### src/rtl/trdb_pkg.sv
////////////////////////////////////////
// trace encoder widths, vector types,
// packet formats and privilege encoding
////////////////////////////////////////
package trdb_pkg;

    // core interface widths
    localparam int XLEN      = 32;
    localparam int CAUSE_LEN = 5;
    localparam int PRIV_LEN  = 2;
    localparam int INST_LEN  = 32;

    // branch map geometry
    localparam int BRANCH_MAP_LEN   = 31;
    localparam int BRANCH_COUNT_LEN = 5;

    // packet fields
    localparam int PAYLOAD_LEN = 80;
    localparam int P_LEN       = 4;

    // qualified instructions between forced syncs
    localparam int RESYNC_MAX     = 64;
    localparam int RESYNC_CNT_LEN = $clog2(RESYNC_MAX) + 1;

    typedef logic [XLEN-1:0]             addr_t;
    typedef logic [CAUSE_LEN-1:0]        cause_t;
    typedef logic [PRIV_LEN-1:0]         priv_t;
    typedef logic [INST_LEN-1:0]         inst_t;
    typedef logic [BRANCH_MAP_LEN-1:0]   branch_map_t;
    typedef logic [BRANCH_COUNT_LEN-1:0] branch_count_t;
    typedef logic [PAYLOAD_LEN-1:0]      payload_t;
    typedef logic [P_LEN-1:0]            plen_t;

    // major opcodes and full words for discontinuity decode
    localparam logic [6:0] OPC_BRANCH = 7'b1100011;
    localparam logic [6:0] OPC_JALR   = 7'b1100111;
    localparam inst_t      INST_MRET  = 32'h3020_0073;
    localparam inst_t      INST_SRET  = 32'h1020_0073;

    // payload length in bytes per packet kind
    localparam plen_t LEN_SYNC_START     = 4'd5;
    localparam plen_t LEN_SYNC_EXCEPTION = 4'd9;
    localparam plen_t LEN_ADDR_ONLY      = 4'd9;
    localparam plen_t LEN_BRANCH_FULL    = 4'd5;

    typedef enum logic [1:0] {
        F_NONE        = 2'd0,
        F_BRANCH_FULL = 2'd1,
        F_ADDR_ONLY   = 2'd2,
        F_SYNC        = 2'd3
    } trdb_format_e;

    typedef enum logic {
        SF_START     = 1'b0,
        SF_EXCEPTION = 1'b1
    } trdb_sync_subformat_e;

    typedef enum logic [1:0] {
        PRIV_LVL_U  = 2'b00,
        PRIV_LVL_S  = 2'b01,
        PRIV_LVL_VS = 2'b10,
        PRIV_LVL_M  = 2'b11
    } priv_lvl_e;

endpackage

### src/rtl/trdb_stage_window.sv
////////////////////////////////////////
// input sampling, cause/tval select and
// nc/tc/lc instruction window
////////////////////////////////////////
`timescale 1ns/1ns

module trdb_stage_window (
    input  logic             clk_i,
    input  logic             rst_ni,
    input  logic             advance_i,
    input  logic             inst_valid_i,
    input  logic             trace_enable_i,
    input  logic             exception_i,
    input  logic             interrupt_i,
    input  trdb_pkg::priv_t  priv_lvl_i,
    input  trdb_pkg::inst_t  inst_data_i,
    input  trdb_pkg::addr_t  pc_i,
    input  trdb_pkg::cause_t ucause_i,
    input  trdb_pkg::cause_t scause_i,
    input  trdb_pkg::cause_t vscause_i,
    input  trdb_pkg::cause_t mcause_i,
    input  trdb_pkg::addr_t  utval_i,
    input  trdb_pkg::addr_t  stval_i,
    input  trdb_pkg::addr_t  vstval_i,
    input  trdb_pkg::addr_t  mtval_i,
    input  logic             updiscon_i,
    output logic             tc_valid_o,
    output logic             nc_valid_o,
    output trdb_pkg::addr_t  tc_iaddr_o,
    output trdb_pkg::addr_t  nc_iaddr_o,
    output trdb_pkg::inst_t  tc_inst_o,
    output trdb_pkg::priv_t  tc_priv_o,
    output logic             tc_exception_o,
    output logic             tc_interrupt_o,
    output trdb_pkg::cause_t tc_cause_o,
    output trdb_pkg::addr_t  tc_tval_o,
    output logic             first_qualified_o,
    output logic             privchange_o,
    output logic             lc_updiscon_o
);
    import trdb_pkg::*;

    cause_t cause_sel;
    addr_t  tval_sel;
    logic   qualified;
    // set while enable is low, start of trace pending
    logic   first_pending_q;
    logic   nc_valid_q;
    logic   nc_first_q;
    logic   tc_valid_q;
    logic   tc_first_q;
    logic   tc_privchange_q;
    logic   lc_updiscon_q;
    // instruction payload per stage
    addr_t  nc_iaddr_q;
    addr_t  tc_iaddr_q;
    inst_t  nc_inst_q;
    inst_t  tc_inst_q;
    priv_t  nc_priv_q;
    priv_t  tc_priv_q;
    logic   nc_exception_q;
    logic   tc_exception_q;
    logic   nc_interrupt_q;
    logic   tc_interrupt_q;
    cause_t nc_cause_q;
    cause_t tc_cause_q;
    addr_t  nc_tval_q;
    addr_t  tc_tval_q;

    assign qualified = inst_valid_i && trace_enable_i;

    // cause and tval of the current privilege
    always_comb begin
        cause_sel = ucause_i;
        tval_sel  = utval_i;
        case (priv_lvl_e'(priv_lvl_i))
            PRIV_LVL_M: begin
                cause_sel = mcause_i;
                tval_sel  = mtval_i;
            end
            PRIV_LVL_VS: begin
                cause_sel = vscause_i;
                tval_sel  = vstval_i;
            end
            PRIV_LVL_S: begin
                cause_sel = scause_i;
                tval_sel  = stval_i;
            end
            PRIV_LVL_U: begin
                cause_sel = ucause_i;
                tval_sel  = utval_i;
            end
        endcase
    end

    always_ff @(posedge clk_i or negedge rst_ni) begin
        if (!rst_ni) begin
            first_pending_q <= 1'b1;
            nc_valid_q      <= 1'b0;
            nc_first_q      <= 1'b0;
            tc_valid_q      <= 1'b0;
            tc_first_q      <= 1'b0;
            tc_privchange_q <= 1'b0;
            lc_updiscon_q   <= 1'b0;
        end else if (advance_i) begin
            nc_valid_q <= qualified;
            nc_first_q <= qualified && first_pending_q;
            // enable low re-arms the start packet
            if (!trace_enable_i) begin
                first_pending_q <= 1'b1;
            end else if (inst_valid_i) begin
                first_pending_q <= 1'b0;
            end
            // window moves one step per qualified instruction
            if (nc_valid_q) begin
                tc_valid_q      <= 1'b1;
                tc_first_q      <= nc_first_q;
                tc_privchange_q <= tc_valid_q && (nc_priv_q != tc_priv_q);
                lc_updiscon_q   <= updiscon_i;
            end
        end
    end

    always_ff @(posedge clk_i) begin
        if (advance_i && qualified) begin
            nc_iaddr_q     <= pc_i;
            nc_inst_q      <= inst_data_i;
            nc_priv_q      <= priv_lvl_i;
            nc_exception_q <= exception_i;
            nc_interrupt_q <= interrupt_i;
            nc_cause_q     <= cause_sel;
            nc_tval_q      <= tval_sel;
        end
        if (advance_i && nc_valid_q) begin
            tc_iaddr_q     <= nc_iaddr_q;
            tc_inst_q      <= nc_inst_q;
            tc_priv_q      <= nc_priv_q;
            tc_exception_q <= nc_exception_q;
            tc_interrupt_q <= nc_interrupt_q;
            tc_cause_q     <= nc_cause_q;
            tc_tval_q      <= nc_tval_q;
        end
    end

    assign tc_valid_o        = tc_valid_q;
    assign nc_valid_o        = nc_valid_q;
    assign tc_iaddr_o        = tc_iaddr_q;
    assign nc_iaddr_o        = nc_iaddr_q;
    assign tc_inst_o         = tc_inst_q;
    assign tc_priv_o         = tc_priv_q;
    assign tc_exception_o    = tc_exception_q;
    assign tc_interrupt_o    = tc_interrupt_q;
    assign tc_cause_o        = tc_cause_q;
    assign tc_tval_o         = tc_tval_q;
    assign first_qualified_o = tc_first_q;
    assign privchange_o      = tc_privchange_q;
    assign lc_updiscon_o     = lc_updiscon_q;

endmodule

### src/rtl/trdb_itype_detector.sv
////////////////////////////////////////
// branch, taken and uninferable jump decode
////////////////////////////////////////
`timescale 1ns/1ns

module trdb_itype_detector (
    input  logic            tc_valid_i,
    input  logic            nc_valid_i,
    input  trdb_pkg::inst_t tc_inst_i,
    input  trdb_pkg::addr_t tc_iaddr_i,
    input  trdb_pkg::addr_t nc_iaddr_i,
    output logic            branch_o,
    output logic            branch_taken_o,
    output logic            updiscon_o
);
    import trdb_pkg::*;

    logic [6:0] opcode;
    // fall-through address, no compressed instructions
    addr_t      seq_iaddr;
    logic       is_xret;

    assign opcode    = tc_inst_i[6:0];
    assign seq_iaddr = tc_iaddr_i + XLEN'(4);
    assign is_xret   = (tc_inst_i == INST_MRET) || (tc_inst_i == INST_SRET);

    // outcome only known once nc holds the successor
    assign branch_o       = tc_valid_i && nc_valid_i && (opcode == OPC_BRANCH);
    assign branch_taken_o = branch_o && (nc_iaddr_i != seq_iaddr);

    // target not recoverable from the binary
    assign updiscon_o = tc_valid_i && ((opcode == OPC_JALR) || is_xret);

endmodule

### src/rtl/trdb_branch_map.sv
////////////////////////////////////////
// branch outcome map with count and flush
////////////////////////////////////////
`timescale 1ns/1ns

module trdb_branch_map (
    input  logic                    clk_i,
    input  logic                    rst_ni,
    input  logic                    advance_i,
    input  logic                    valid_i,
    input  logic                    taken_i,
    input  logic                    flush_i,
    input  logic                    keep_current_i,
    output trdb_pkg::branch_map_t   map_o,
    output trdb_pkg::branch_count_t count_o,
    output logic                    full_o
);
    import trdb_pkg::*;

    // oldest branch in bit 0, taken = 1
    branch_map_t   map_q;
    branch_count_t count_q;
    logic          keep;

    // current outcome opens the next map unless the flush is a sync
    assign keep = valid_i && keep_current_i;

    always_ff @(posedge clk_i or negedge rst_ni) begin
        if (!rst_ni) begin
            map_q   <= '0;
            count_q <= '0;
        end else if (advance_i) begin
            if (flush_i) begin
                map_q   <= branch_map_t'(keep && taken_i);
                count_q <= branch_count_t'(keep);
            end else if (valid_i) begin
                map_q[count_q] <= taken_i;
                count_q        <= count_q + 1'b1;
            end
        end
    end

    assign map_o   = map_q;
    assign count_o = count_q;
    // all slots used, next decision must report
    assign full_o  = (count_q == BRANCH_COUNT_LEN'(BRANCH_MAP_LEN));

endmodule

### src/rtl/trdb_resync_counter.sv
////////////////////////////////////////
// periodic resync request counter
////////////////////////////////////////
`timescale 1ns/1ns

module trdb_resync_counter (
    input  logic clk_i,
    input  logic rst_ni,
    input  logic advance_i,
    input  logic qualified_i,
    input  logic restart_i,
    output logic resync_due_o
);
    import trdb_pkg::*;

    // decided instructions, the sync itself counts as one
    logic [RESYNC_CNT_LEN-1:0] count_q;

    always_ff @(posedge clk_i or negedge rst_ni) begin
        if (!rst_ni) begin
            count_q <= '0;
        end else if (advance_i && qualified_i) begin
            if (restart_i) begin
                count_q <= RESYNC_CNT_LEN'(1);
            end else if (!resync_due_o) begin
                count_q <= count_q + 1'b1;
            end
        end
    end

    // saturates, stays due until a sync restarts it
    assign resync_due_o = (count_q == RESYNC_CNT_LEN'(RESYNC_MAX));

endmodule

### src/rtl/trdb_priority.sv
////////////////////////////////////////
// packet format decision for tc
////////////////////////////////////////
`timescale 1ns/1ns

module trdb_priority (
    input  logic                           tc_valid_i,
    input  logic                           nc_valid_i,
    input  logic                           first_qualified_i,
    input  logic                           exception_i,
    input  logic                           resync_due_i,
    input  logic                           lc_updiscon_i,
    input  logic                           privchange_i,
    input  logic                           map_full_i,
    output logic                           decide_o,
    output trdb_pkg::trdb_format_e         format_o,
    output trdb_pkg::trdb_sync_subformat_e subformat_o,
    output logic                           flush_o,
    output logic                           keep_current_o,
    output logic                           resync_restart_o
);
    import trdb_pkg::*;

    // tc is decided once its successor sits in nc
    assign decide_o = tc_valid_i && nc_valid_i;

    // first matching rule wins
    always_comb begin
        format_o    = F_NONE;
        subformat_o = SF_START;
        if (decide_o) begin
            if (first_qualified_i) begin
                format_o = F_SYNC;
            end else if (exception_i) begin
                format_o    = F_SYNC;
                subformat_o = SF_EXCEPTION;
            end else if (resync_due_i) begin
                format_o = F_SYNC;
            end else if (lc_updiscon_i) begin
                format_o = F_ADDR_ONLY;
            end else if (privchange_i) begin
                format_o = F_SYNC;
            end else if (map_full_i) begin
                format_o = F_BRANCH_FULL;
            end
        end
    end

    // every packet empties the map
    assign flush_o          = (format_o != F_NONE);
    // a sync drops tc's outcome, map packets carry it into the next map
    assign keep_current_o   = (format_o == F_ADDR_ONLY) || (format_o == F_BRANCH_FULL);
    assign resync_restart_o = (format_o == F_SYNC);

endmodule

### src/rtl/trdb_packet_emitter.sv
////////////////////////////////////////
// payload packing, byte length and
// single packet hold for back-pressure
////////////////////////////////////////
`timescale 1ns/1ns

module trdb_packet_emitter (
    input  logic                           clk_i,
    input  logic                           rst_ni,
    input  logic                           decide_i,
    input  trdb_pkg::trdb_format_e         format_i,
    input  trdb_pkg::trdb_sync_subformat_e subformat_i,
    input  trdb_pkg::addr_t                iaddr_i,
    input  trdb_pkg::priv_t                priv_i,
    input  trdb_pkg::cause_t               cause_i,
    input  logic                           interrupt_i,
    input  trdb_pkg::addr_t                tval_i,
    input  trdb_pkg::branch_map_t          map_i,
    input  trdb_pkg::branch_count_t        count_i,
    input  logic                           encapsulator_ready_i,
    output logic                           advance_o,
    output logic                           stall_o,
    output logic                           packet_valid_o,
    output trdb_pkg::trdb_format_e         packet_format_o,
    output trdb_pkg::trdb_sync_subformat_e packet_subformat_o,
    output trdb_pkg::plen_t                packet_length_o,
    output trdb_pkg::payload_t             packet_payload_o
);
    import trdb_pkg::*;

    logic                 emit;
    payload_t             payload_d;
    plen_t                length_d;
    logic                 valid_q;
    trdb_format_e         format_q;
    trdb_sync_subformat_e subformat_q;
    plen_t                length_q;
    payload_t             payload_q;

    assign emit = decide_i && (format_i != F_NONE);

    // slot free or leaving this cycle
    assign advance_o = !valid_q || encapsulator_ready_i;
    assign stall_o   = valid_q && !encapsulator_ready_i;

    // fields packed from bit 0 upwards, unused bits zero
    always_comb begin
        payload_d = '0;
        length_d  = '0;
        case (format_i)
            F_SYNC: begin
                if (subformat_i == SF_EXCEPTION) begin
                    payload_d[2*XLEN+CAUSE_LEN:0] = {tval_i, iaddr_i, interrupt_i, cause_i};
                    length_d = LEN_SYNC_EXCEPTION;
                end else begin
                    payload_d[XLEN+PRIV_LEN-1:0] = {iaddr_i, priv_i};
                    length_d = LEN_SYNC_START;
                end
            end
            F_ADDR_ONLY: begin
                payload_d[XLEN+BRANCH_COUNT_LEN+BRANCH_MAP_LEN-1:0] = {iaddr_i, count_i, map_i};
                length_d = LEN_ADDR_ONLY;
            end
            F_BRANCH_FULL: begin
                payload_d[BRANCH_COUNT_LEN+BRANCH_MAP_LEN-1:0] = {count_i, map_i};
                length_d = LEN_BRANCH_FULL;
            end
            default: begin
                length_d = '0;
            end
        endcase
    end

    always_ff @(posedge clk_i or negedge rst_ni) begin
        if (!rst_ni) begin
            valid_q <= 1'b0;
        end else if (advance_o) begin
            valid_q <= emit;
        end
    end

    // held stable until accepted
    always_ff @(posedge clk_i) begin
        if (advance_o && emit) begin
            format_q    <= format_i;
            subformat_q <= subformat_i;
            length_q    <= length_d;
            payload_q   <= payload_d;
        end
    end

    assign packet_valid_o     = valid_q;
    assign packet_format_o    = format_q;
    assign packet_subformat_o = subformat_q;
    assign packet_length_o    = length_q;
    assign packet_payload_o   = payload_q;

endmodule

### src/rtl/trace_debugger.sv
////////////////////////////////////////
// trace encoder top level
////////////////////////////////////////
`timescale 1ns/1ns

module trace_debugger (
    input  logic                           clk_i,
    input  logic                           rst_ni,
    input  logic                           inst_valid_i,
    input  logic                           trace_enable_i,
    input  logic                           exception_i,
    input  logic                           interrupt_i,
    input  trdb_pkg::priv_t                priv_lvl_i,
    input  trdb_pkg::inst_t                inst_data_i,
    input  trdb_pkg::addr_t                pc_i,
    input  trdb_pkg::cause_t               ucause_i,
    input  trdb_pkg::cause_t               scause_i,
    input  trdb_pkg::cause_t               vscause_i,
    input  trdb_pkg::cause_t               mcause_i,
    input  trdb_pkg::addr_t                utval_i,
    input  trdb_pkg::addr_t                stval_i,
    input  trdb_pkg::addr_t                vstval_i,
    input  trdb_pkg::addr_t                mtval_i,
    input  logic                           encapsulator_ready_i,
    output logic                           packet_valid_o,
    output trdb_pkg::trdb_format_e         packet_format_o,
    output trdb_pkg::trdb_sync_subformat_e packet_subformat_o,
    output trdb_pkg::plen_t                packet_length_o,
    output trdb_pkg::payload_t             packet_payload_o,
    output logic                           stall_o
);
    import trdb_pkg::*;

    // global enable for every unit register
    logic                 advance;
    // window
    logic                 tc_valid;
    logic                 nc_valid;
    addr_t                tc_iaddr;
    addr_t                nc_iaddr;
    inst_t                tc_inst;
    priv_t                tc_priv;
    logic                 tc_exception;
    logic                 tc_interrupt;
    cause_t               tc_cause;
    addr_t                tc_tval;
    logic                 first_qualified;
    logic                 privchange;
    logic                 lc_updiscon;
    // decode and state
    logic                 updiscon;
    logic                 branch;
    logic                 branch_taken;
    branch_map_t          branch_map;
    branch_count_t        branch_count;
    logic                 map_full;
    logic                 resync_due;
    // decision
    logic                 decide;
    trdb_format_e         format;
    trdb_sync_subformat_e subformat;
    logic                 map_flush;
    logic                 keep_current;
    logic                 resync_restart;

    trdb_stage_window i_stage_window (
        .clk_i(clk_i), .rst_ni(rst_ni), .advance_i(advance),
        .inst_valid_i(inst_valid_i), .trace_enable_i(trace_enable_i),
        .exception_i(exception_i), .interrupt_i(interrupt_i),
        .priv_lvl_i(priv_lvl_i), .inst_data_i(inst_data_i), .pc_i(pc_i),
        .ucause_i(ucause_i), .scause_i(scause_i), .vscause_i(vscause_i), .mcause_i(mcause_i),
        .utval_i(utval_i), .stval_i(stval_i), .vstval_i(vstval_i), .mtval_i(mtval_i),
        .updiscon_i(updiscon),
        .tc_valid_o(tc_valid), .nc_valid_o(nc_valid),
        .tc_iaddr_o(tc_iaddr), .nc_iaddr_o(nc_iaddr),
        .tc_inst_o(tc_inst), .tc_priv_o(tc_priv),
        .tc_exception_o(tc_exception), .tc_interrupt_o(tc_interrupt),
        .tc_cause_o(tc_cause), .tc_tval_o(tc_tval),
        .first_qualified_o(first_qualified), .privchange_o(privchange),
        .lc_updiscon_o(lc_updiscon)
    );

    trdb_itype_detector i_itype_detector (
        .tc_valid_i(tc_valid), .nc_valid_i(nc_valid), .tc_inst_i(tc_inst),
        .tc_iaddr_i(tc_iaddr), .nc_iaddr_i(nc_iaddr),
        .branch_o(branch), .branch_taken_o(branch_taken), .updiscon_o(updiscon)
    );

    trdb_branch_map i_branch_map (
        .clk_i(clk_i), .rst_ni(rst_ni), .advance_i(advance),
        .valid_i(branch), .taken_i(branch_taken),
        .flush_i(map_flush), .keep_current_i(keep_current),
        .map_o(branch_map), .count_o(branch_count), .full_o(map_full)
    );

    trdb_resync_counter i_resync_counter (
        .clk_i(clk_i), .rst_ni(rst_ni), .advance_i(advance),
        .qualified_i(decide), .restart_i(resync_restart), .resync_due_o(resync_due)
    );

    trdb_priority i_priority (
        .tc_valid_i(tc_valid), .nc_valid_i(nc_valid),
        .first_qualified_i(first_qualified), .exception_i(tc_exception),
        .resync_due_i(resync_due), .lc_updiscon_i(lc_updiscon),
        .privchange_i(privchange), .map_full_i(map_full),
        .decide_o(decide), .format_o(format), .subformat_o(subformat),
        .flush_o(map_flush), .keep_current_o(keep_current),
        .resync_restart_o(resync_restart)
    );

    trdb_packet_emitter i_packet_emitter (
        .clk_i(clk_i), .rst_ni(rst_ni),
        .decide_i(decide), .format_i(format), .subformat_i(subformat),
        .iaddr_i(tc_iaddr), .priv_i(tc_priv), .cause_i(tc_cause),
        .interrupt_i(tc_interrupt), .tval_i(tc_tval),
        .map_i(branch_map), .count_i(branch_count),
        .encapsulator_ready_i(encapsulator_ready_i),
        .advance_o(advance), .stall_o(stall_o),
        .packet_valid_o(packet_valid_o), .packet_format_o(packet_format_o),
        .packet_subformat_o(packet_subformat_o), .packet_length_o(packet_length_o),
        .packet_payload_o(packet_payload_o)
    );

endmodule

### config.mk
export PLATFORM = sky130hd
export DESIGN_NAME = trace_debugger
export DESIGN_NICKNAME = d
export VERILOG_FILES = /design/src/rtl/trdb_pkg.sv /design/src/rtl/trdb_stage_window.sv /design/src/rtl/trdb_itype_detector.sv /design/src/rtl/trdb_branch_map.sv /design/src/rtl/trdb_resync_counter.sv /design/src/rtl/trdb_priority.sv /design/src/rtl/trdb_packet_emitter.sv /design/src/rtl/trace_debugger.sv
export SDC_FILE = /design/constraint.sdc
export NUM_CORES = 1
export LEC_CHECK = 0
export ABC_AREA = 1
export BUFFER_PORTS_ARGS = -buffer_cell sky130_fd_sc_hd__clkbuf_2
export CELL_PAD_IN_SITES_DETAIL_PLACEMENT = 1
export CELL_PAD_IN_SITES_GLOBAL_PLACEMENT = 1
export CORE_ASPECT_RATIO = 1.25
export CORE_MARGIN = 3
export CORE_UTILIZATION = 44
export CTS_BUF_LIST = sky130_fd_sc_hd__clkbuf_4
export DETAILED_ROUTE_END_ITERATION = 12
export GPL_TIMING_DRIVEN = 0
export PLACE_DENSITY = 0.87
export SYNTH_ARGS = -nofsm -noshare
export SYNTH_HDL_FRONTEND = slang
export SYNTH_SLANG_ARGS = --single-unit
### constraint.sdc
create_clock -name clk_i -period 6.9 [get_ports clk_i]
set_input_delay 1.38 -clock clk_i [delete_from_list [all_inputs] [get_ports clk_i]]
set_output_delay 1.38 -clock clk_i [all_outputs]
set_load 0.01 [all_outputs]
======== Yosys cells after proc, flatten, opt, wreduce, memory -nomap -nowiden ========
Index checks and enable logic that the tools add are counted.
storage, ports and cells
  input port bits ......................... 221
  output and inout bits ................... 89
  word-level logic and storage cells ...... 111
  register bits ........................... 338
cells by class
  reduce and logical (&&, ||, !) cells .... 31
  $add $sub $neg .......................... 3
  mux-type cells .......................... 29
  magnitude comparators ................... 2
  eq/ne operators ......................... 16
operators with widths
  operator                 number
  $pmux W32 S4             1
  $pmux W36 S2             1
  $mux W34                 2
  $pmux W32 S2             1
  $mux W31                 2
  $add A32 B3 Y32 const B  1
  $eq A32 B29 Y1 const B   1
  $eq A32 B30 Y1 const B   1
  $ne A32 B32 Y1           1
  $bwmux W31               1
  $eq A7 B7 Y1 const B     3
  $pmux W5 S4              1
  $logic_and A1 B1 Y1      16
  $mux W7                  2
  $mux W2                  6
  $pmux W4 S3              1
  $mux W5                  2
  $reduce_and A2 Y1        5
  $eq A2 B2 Y1 const B     4
  $add A7 B1 Y7 const B    1
  $mux W1                  7
  $lt A5 B6 Y1 const B     1
  $add A5 B1 Y5 const B    1
  $demux W1 S5             1
  11 further kinds         18

======== Depth between registers and ports, before layout ========
Gate-level depths: netlist (run 1).
  depth after elaboration ................. 13
  depth in mapped cells ................... 17

======== Cells and area by module ========
Synthesis (run 1) repeated with hierarchy kept, for this count alone.
unflattened totals
  cells, all modules ...................... 1552
  area, all modules ....................... 15697.6 um^2
modules (own cells, without submodules)
  module               instances  sequential area each (um^2)  area an instance (um^2)  cells an instance
  trdb_stage_window    1          6482.5                       7692.4                   463
  trdb_packet_emitter  1          2307.2                       3966.3                   425
  trdb_branch_map      1          900.9                        1926.8                   258
  trdb_itype_detector  1          0.0                          1550.2                   317
  trdb_resync_counter  1          175.2                        470.5                    71
  trdb_priority        1          0.0                          91.3                     18

======== Worst setup path after synthesis (run 1) ========
No wires, ideal clock.
  path kind ............................... input-to-reg
  start ................................... in encapsulator_ready_i
  end ..................................... reg i_stage_window.tc_valid_q, in the netlist i_stage_window.tc_valid_o
  path slack .............................. 0.370 ns
  buffers on the path ..................... 0
  data required time ...................... 6.807 ns
  cell stages on the path ................. 3
  setup time .............................. 0.093 ns
  arrival time ............................ 6.437 ns
  path through ............................ nor2_2 > nor2_1 > or2_2
between the ends
  longest elaborated chain between the ends .. 2
ends and longest elaborated chain
  element                             line                       text
  from (decl)                         trace_debugger.sv:24       input logic encapsulator_ready_i,
  $logic_or A1 B1 Y1                  trdb_packet_emitter.sv:43  assign advance_o = !valid_q || encapsulator_ready_i;
  $reduce_and A2 Y1 (no source line)  -
  to (signal assigned)                trdb_stage_window.sv:101   tc_valid_q <= 1'b0;
  to (signal assigned)                trdb_stage_window.sv:116   tc_valid_q <= 1'b1;
  to (decl)                           trdb_stage_window.sv:50    logic tc_valid_q;
Every way passes these cells.
A chain may end at the register's enable or synchronous reset.

======== Final worst setup path (run 1) ========
  start ................................... reg i_branch_map.count_q[0], in the netlist i_branch_map.count_o[0]
  end ..................................... reg i_packet_emitter.payload_q[21], in the netlist i_packet_emitter.packet_payload_o[21] (enable)
between the ends
  longest elaborated chain between the ends .. 11
ends and longest elaborated chain
  element                 line                       text
  from (decl)             trdb_branch_map.sv:22      branch_count_t count_q;
  from (signal assigned)  trdb_branch_map.sv:35      count_q <= branch_count_t'(keep);
  from (signal assigned)  trdb_branch_map.sv:38      count_q <= count_q + 1'b1;
  $eq A5 B5 Y1            trdb_branch_map.sv:46      assign full_o = (count_q == BRANCH_COUNT_LEN'(BRANCH_MAP_LEN));
  $mux W1                 trdb_priority.sv:43        end else if (map_full_i) begin
  $mux W2                 trdb_priority.sv:41        end else if (privchange_i) begin
  $mux W2                 trdb_priority.sv:39        end else if (lc_updiscon_i) begin
  $mux W2                 trdb_priority.sv:37        end else if (resync_due_i) begin
  $mux W2                 trdb_priority.sv:34        end else if (exception_i) begin
  $mux W2                 trdb_priority.sv:32        if (first_qualified_i) begin
  $mux W2                 trdb_priority.sv:31        if (decide_o) begin
  named net format[0]     trace_debugger.sv:60       trdb_format_e format;
  $reduce_bool A2 Y1      trdb_packet_emitter.sv:40  assign emit = decide_i && (format_i != F_NONE);
  $logic_and A1 B1 Y1     trdb_packet_emitter.sv:40
  $logic_and A1 B1 Y1     trdb_packet_emitter.sv:84  if (advance_o && emit) begin
  to (signal assigned)    trdb_packet_emitter.sv:88  payload_q <= payload_d;
  to (decl)               trdb_packet_emitter.sv:38  payload_t payload_q;
The timed path passes the listed nets, and every way through them passes these cells.

==> run metrics, run 1 <==
Post-Synth XOR/XNOR Area 0.0140; cell area after layout between 15,000 and 20,000 um2; nets roughly 2,100; Register Area a little under 10,000 um2; initial core utilization 0.447; CP peak stage delay between 0.6 and 0.7 ns; number of global-route vias before repair roughly 13,000; Die Ht 213 um; Placed Area between 15,000 and 20,000 um2; Antenna Nets Post-Route 0; CTS sink cnt between 300 and 400; later-pin clock latency in the skew report between 0.7 and 0.8 ns; clock tree buffer depth 3; top-level I/O count 310; Crit. End Element register; power after layout 4.70 mW; Synth top area share 0.567; worst vdd ir 142 uV; Post-Synth Simple-Gate Area 0.207; Die Wd 171 um; Core ar. roughly 34,000 um2; Residual DRC 0; P&R area growth vs syn 22.0%; Total GRT Usage 0.277; first-pass GRT wire length 75.8 mm; Async SR Flop Fraction 0.152; Hold Path Class reg2reg; max_cap viols 0; footprint of the multi-input gates 4430 um2; final setup fails 0; number of enable-type register cells in the synthesized netlist 284; share of post-route cells with drive strength above 1 0.263; crit path launch type register; drt total wl around 50 mm; layout filler cell count ~3,900; clock slew at reported path FFs 0.06 ns; synth warn 0; worst-case clock skew about 0.052 ns; TritonCTS clock tree built; adder-cell share of the synthesized area 0.0108; cells after synthesis ~1,400; portion of netlist area occupied by mux cells 0; TritonCTS buffer count 85; final hold vios 0; Final GP Congestion 0.882; Cell variety after synth 42; ys flop type edfxtp_1; Pins Over Slew Limit 0; CP cell instances ha_1, inv_1, nor3_1, ha_1, o21ai_0, a31oi_1, inv_1, ha_1, clkbuf_1, nor2_4, buf_16, buf_12; largest family of logic cells by synthesized area simple AND/OR/NAND/NOR gates; period utilization 0.562; dpl hpwl approximately 39 mm; status complete, no violations; Avg Inst Size Synth 10.4 um2; Crit Path Class reg2reg; Root Buffer clkbuf_4; Detailed Routing Iterations Pass 1 7; most area-consuming cells after synthesis edfxtp_1 57%, nand2_1 9.7%, dfrtp_1 8.3%, o21ai_0 3.7%, inv_1 3.6%; Vias/cell around 5.3; Cell Rows 75; final setup TNS 0 ns; worst relative slew slack 0.346; # Post-CTS Setup Buffers 0; synth cell count leaders 388 x nand2_1, 284 x edfxtp_1, 146 x inv_1; Worst Path Required between 7 and 8 ns; DRT iter0 DRCs approximately 920; Die ar. between 30,000 and 40,000 um2; H-tree Lvls 3; largest net degree at the start of global routing 74; crit-path most repeated cell ha_1; unrepaired setup endpoints after global routing false; worst-margin pin slew 0.978 ns; post-CTS sizing 0; number of vias after detailed routing 12,400; complex-gate fraction of the synthesized area 0.0592; Worst Path Max Fanout 36; sequential area share after synthesis 0.652; CTS Hold Bufs 0; leak pwr ~8.0 nW; maximum operating frequency around 0.26 GHz; initial antenna violation count 1; grt total ovfl 0; Yosys reg bits 335; Power Dens Cells ~260 nW/um2; leading area contributor after synthesis edfxtp_1; Worst EP arrival ~4.3 ns; Mapped Area 15,000 um2; CP max-delay cell nor2_4; Period minus WS final roughly 3.9 ns; wire per inst between 20 and 25 um; port bufs between 200 and 300; count leader, synth nand2_1
metal layers:
metal,global-route usage,vias to the layer above,wire (um),share of wire
met3,0.0604,120,3350,0.066
met5,0,-,0,0
met4,0.143,0,2440,0.048
li1,-,5746,-,-
met2,0.495,550,26300,0.52
met1,0.308,6014,18300,0.36
path summary, 6_finish.rpt:
| kind | startpoint | end | slack [ns] | depth (start not counted) |
|---|---|---|---|---|
| max | i_branch_map.count_o[0]$_DFFE_PN0P_ | i_packet_emitter.packet_payload_o[21]$_SDFFCE_PN0P_ | 3.02 | 12 |
| min | i_stage_window.nc_tval_q[31]$_DFFE_PP_ | i_stage_window.tc_tval_o[31]$_DFFE_PP_ | 0.41 | 0 |
| max reg2reg | i_branch_map.count_o[0]$_DFFE_PN0P_ | i_packet_emitter.packet_payload_o[21]$_SDFFCE_PN0P_ | 3.02 | 12 |
| min reg2reg | i_stage_window.nc_tval_q[31]$_DFFE_PP_ | i_stage_window.tc_tval_o[31]$_DFFE_PP_ | 0.41 | 0 |
| max in group asynchronous | rst_ni | i_stage_window.lc_updiscon_o$_DFFE_PN0P_ | 5.64 | 2 |
| min in group asynchronous | rst_ni | i_branch_map.map_o[18]$_DFFE_PN0P_ | 0.64 | 1 |
power breakdown:
group | switching [mW] | internal [mW]
Combinational | 0.406 | 0.181
Clock | 0.834 | 0.853
Sequential | 0.0782 | 2.35
state kept, by name (all words and copies together), names as in the netlist, 7 cells and up:
signal and flops:
i_stage_window.tc_tval_o 32, i_stage_window.tc_iaddr_o 32, i_stage_window.tc_inst_o 31, i_branch_map.map_o 31, i_resync_counter.count_q 7, i_stage_window.nc_inst_q 31
i_packet_emitter.packet_payload_o 70, i_stage_window.nc_tval_q 32, i_stage_window.nc_iaddr_o 32
critical path: cells and delay by family (launching register included):
family	cells	cell delay (ns)
buffers and inverters	5	1.10
AND/OR/NAND/NOR	2	0.85
adder cells (fa/ha/maj)	3	0.65
AO/OA/AOI/OAI	2	0.48
flip-flops	1	0.43
logic make-up (layout without fill, tap and decap cells):
kind of cell             after synthesis  in the layout
adder cells (fa/ha/maj)               13             13
flip-flops                           335            335
XOR/XNOR                              24             24
AND/OR/NAND/NOR                      703            703
other                                  1             12
AO/OA/AOI/OAI                        158            158
buffers and inverters                212            668
stage by stage:
stage,cells,utilization,setup slack (ns),hold slack [ns]
after CTS,2335,0.545,2.99,0.405
after global routing,2336,0.545,2.67,0.424
after global placement,2176,0.508,-1.98,0.400
after detailed placement,2183,0.513,3.02,0.406
final,2336,0.545,3.02,0.405
after floorplan,1456,-,0.370,0.400
final cells by class:
class,instances,area share
Antenna cell,1,0.000136
Buffer,61,0.0162
Clock buffer,121,0.0495
Clock inverter,31,0.00934
Inverter,151,0.0310
Multi-Input combinational cell,909,0.241
Sequential cell,335,0.534
Tap cell,423,0.0288
Timing Repair Buffer,304,0.0894
cell usage in the layout (no fill, tap or decap), drive strengths merged, types with 4 or more instances in the layout:
master	count
o221ai	13
xor2	15
o211ai	4
nor3b	4
ha	13
nor2	132
nor3	13
o22ai	8
a21oi	11
nand2	393
inv	151
xnor2	9
conb	11
dfrtp	50
buf	28
nand3	100
clkinv	28
nand4	48
o21ai	113
clkbuf	458
edfxtp	284
No activity file was read; power rests on OpenSTA's default activity.
==> inputs of run 2 (changes only) <==
- ABC_AREA: 1 -> 0
- CORE_UTILIZATION: 44 -> 41
- PLACE_DENSITY: 0.87 -> 0.83
- clock period: 6.9 -> 3.2 ns (I/O delays scaled with it)
==> run 2 against run 1 <==
Compared with the run above:
- non-clock buffer count rose by 30
- core utilization fell by 2.4 points
- clock-buffer cell count fell by 10
- sequential share of layout area rose by 0.69 points
- clock power rose by 110%
- sequential cell count did not move
- critical endpoint is now i_packet_emitter.packet_payload_o[58]$_SDFFCE_PN0P_
- largest cell class unchanged
- largest power group unchanged
==> run metrics, run 2 <==
first-pass GRT wire length 66.7 mm; top-level I/O count 310; Power Dens Cells 543 nW/um2; Crit. End Element register; H-tree Lvls 3; cell area after layout roughly 18,000 um2; sequential area share after synthesis 0.670; Die Ht 217 um; Mapped Area 14,600 um2; Worst Path Required between 3 and 4 ns; worst vdd ir 262 uV; Placed Area approximately 17,000 um2; cells after synthesis around 1,100; drt total wl 44.4 mm; Residual DRC 0; share of post-route cells with drive strength above 1 0.352; dpl hpwl ~33 mm; Cell Rows 76; status complete, no violations; Async SR Flop Fraction 0.152; grt total ovfl 0; Final GP Congestion slightly above 0.9; P&R area growth vs syn 23.9%; Cell variety after synth approximately 70; worst relative slew slack 0.345; Antenna Nets Post-Route 0; Worst EP arrival around 3.7 ns; leak pwr 7.16 nW; later-pin clock latency in the skew report roughly 0.76 ns; Pins Over Slew Limit 0; count leader, synth edfxtp_1; wire per inst 22.0 um; Hold Path Class in2reg; combinational fraction of design power 0.117; worst-case clock skew about 0.04 ns; nets approximately 1,700; Yosys reg bits between 300 and 400; max reg flops 70; most common cell after layout, fill and taps aside clkbuf_2; final setup fails 0; initial antenna violation count 4; final setup TNS 0 ns; Clk pwr share 0.358; period utilization 0.954; layout filler cell count between 3,000 and 4,000; TritonCTS clock tree built; Die Wd between 150 and 200 um; sw frac 0.262; clock slew at reported path FFs roughly 0.10 ns; Internal roughly 7.3 mW; Detailed Routing Iterations Pass 1 5; max_cap viols 0; most area-consuming cells after synthesis edfxtp_1 58%, dfrtp_1 8.6%, mux4_2 5.7%, a21oi_1 3.5%, nand2_1 2.9%; number of vias after detailed routing around 11,000; Worst Path Max Fanout 10; Vias/cell roughly 5.4; Die ar. 38,000 um2; Crit Path Class reg2reg; synth cell count leaders 284 x edfxtp_1, 113 x nand2_1, 101 x a21oi_1; Seq pwr share 0.525; crit path launch type register; worst-margin pin slew slightly below 1 ns; synth warn 0; leading area contributor after synthesis edfxtp_1; port bufs 297; clock tree buffer depth 3; ys flop type edfxtp_1; number of enable-type register cells in the synthesized netlist 284; TritonCTS buffer count 84; Core ar. approximately 35,000 um2; power after layout slightly below 10 mW; largest net degree at the start of global routing 60; final hold vios 0; number of global-route vias before repair around 12,000; Period minus WS final 3.05 ns; unrepaired setup endpoints after global routing false; Total GRT Usage 0.231; Synth top area share 0.583; P_sw approximately 2.6 mW; most frequent cells in the layout 307 x clkbuf_2, 284 x edfxtp_1, 112 x nand2_1, 111 x clkbuf_4, 101 x a21oi_1; Root Buffer clkbuf_4; Avg Inst Size Synth about 14 um2; maximum operating frequency between 0.3 and 0.4 GHz; CTS sink cnt 335; initial core utilization 0.420; DRT iter0 DRCs approximately 640
==> run 2: critical path: stages, from the launching register on <==
cell      delay (ns)
dfrtp_1         0.44
nor4_1          0.26
and3_1          0.18
clkbuf_2        0.17
nor3_2          0.06
a21o_1          0.26
inv_1           0.23
ha_1            0.19
buf_1           0.41
clkbuf_1        0.43
a22o_1          0.26
==> run 2: routing by layer <==
layer / wire (um) / up-vias / global-route usage
met3: 2890 / 72 / 0.0462
met4: 1380 / 0 / 0.0913
li1: - / 4933 / -
met1: 16700 / 5371 / 0.266
met2: 23500 / 474 / 0.421
met5: 0 / - / 0
==> run 2: stage by stage <==
step	util	std cells	setup slack, ns	hold slack, ns
3_5_place_dp	0.486	1859	-1.25	0.405
4_1_cts	0.518	2010	0.00790	0.00573
5_1_grt	0.521	2019	0.0100	-0.00537
2_1_floorplan	-	1089	0.00205	0.344
3_3_place_gp	0.483	1854	-1.13	0.402
6_report	0.521	2020	0.147	0.0535
==> run 2: kinds of logic (layout without fill, tap and decap cells) <==
kind of cell	Yosys count	in the layout	share of synthesized area
compound gates	235	235	0.100
xor+xnor	37	37	0.0221
fa+ha+maj	13	13	0.0111
buf+inv	100	559	0.0310
flops	335	335	0.670
mux	43	43	0.0613
other cells	1	15	0.000256
simple gates	315	315	0.104
==> run 2: power groups by stage <==
stage	Sequential [mW]	Combinational, mW	Clock [mW]
2_1_floorplan	5.23	0.657	0
3_3_place_gp	5.26	1.05	0
3_5_place_dp	5.26	1.13	0
4_1_cts	5.17	1.14	3.60
5_1_grt	5.19	1.27	3.87
6_report	5.17	1.15	3.52
==> run 2: worst paths after layout <==
kind                                                               from                                             endpoint  slack [ns]  cells after the start
worst max-delay path            i_resync_counter.count_q[4]$_DFFE_PN0P_  i_packet_emitter.packet_payload_o[58]$_SDFFCE_PN0P_        0.15                     10
worst min-delay path                                    inst_data_i[24]               i_stage_window.nc_inst_q[24]$_DFFE_PP_        0.05                      1
worst max register to register  i_resync_counter.count_q[4]$_DFFE_PN0P_  i_packet_emitter.packet_payload_o[58]$_SDFFCE_PN0P_        0.15                     10
worst min register to register    i_stage_window.nc_inst_q[4]$_DFFE_PP_                i_stage_window.tc_inst_o[4]$_DFFE_PP_        0.39                      0
max in group asynchronous                                        rst_ni           i_stage_window.first_pending_q$_DFFE_PN1P_        2.27                      3
min in group asynchronous                                        rst_ni                   i_branch_map.map_o[11]$_DFFE_PN0P_        0.33                      2
==> run 2: layout make-up <==
type / instances / area (um2) / share of cell area
flip-flops and latches: 335 / 9810 / 0.541
multi-input cells: 654 / 4490 / 0.248
repair buffers: 316 / 1720 / 0.0951
clock buffers: 111 / 833 / 0.0460
well taps: 468 / 586 / 0.0323
plain buffers: 79 / 408 / 0.0225
clock inverters: 34 / 193 / 0.0106
inverters: 18 / 72.6 / 0.00400
diodes: 4 / 10.0 / 0.000552
repair inverters: 1 / 5.00 / 0.000276
==> run 2: what timing repair did <==
item | in CTS | in global routing
resized for setup | 5 | 22
hold buffers | 4 | 1
endpoints found under the setup margin | 94 | 113
gates cloned | 0 | 1
hold endpoints to repair | 4 | 12
pin swaps | 2 | 1
buffers inserted | 4 | 4
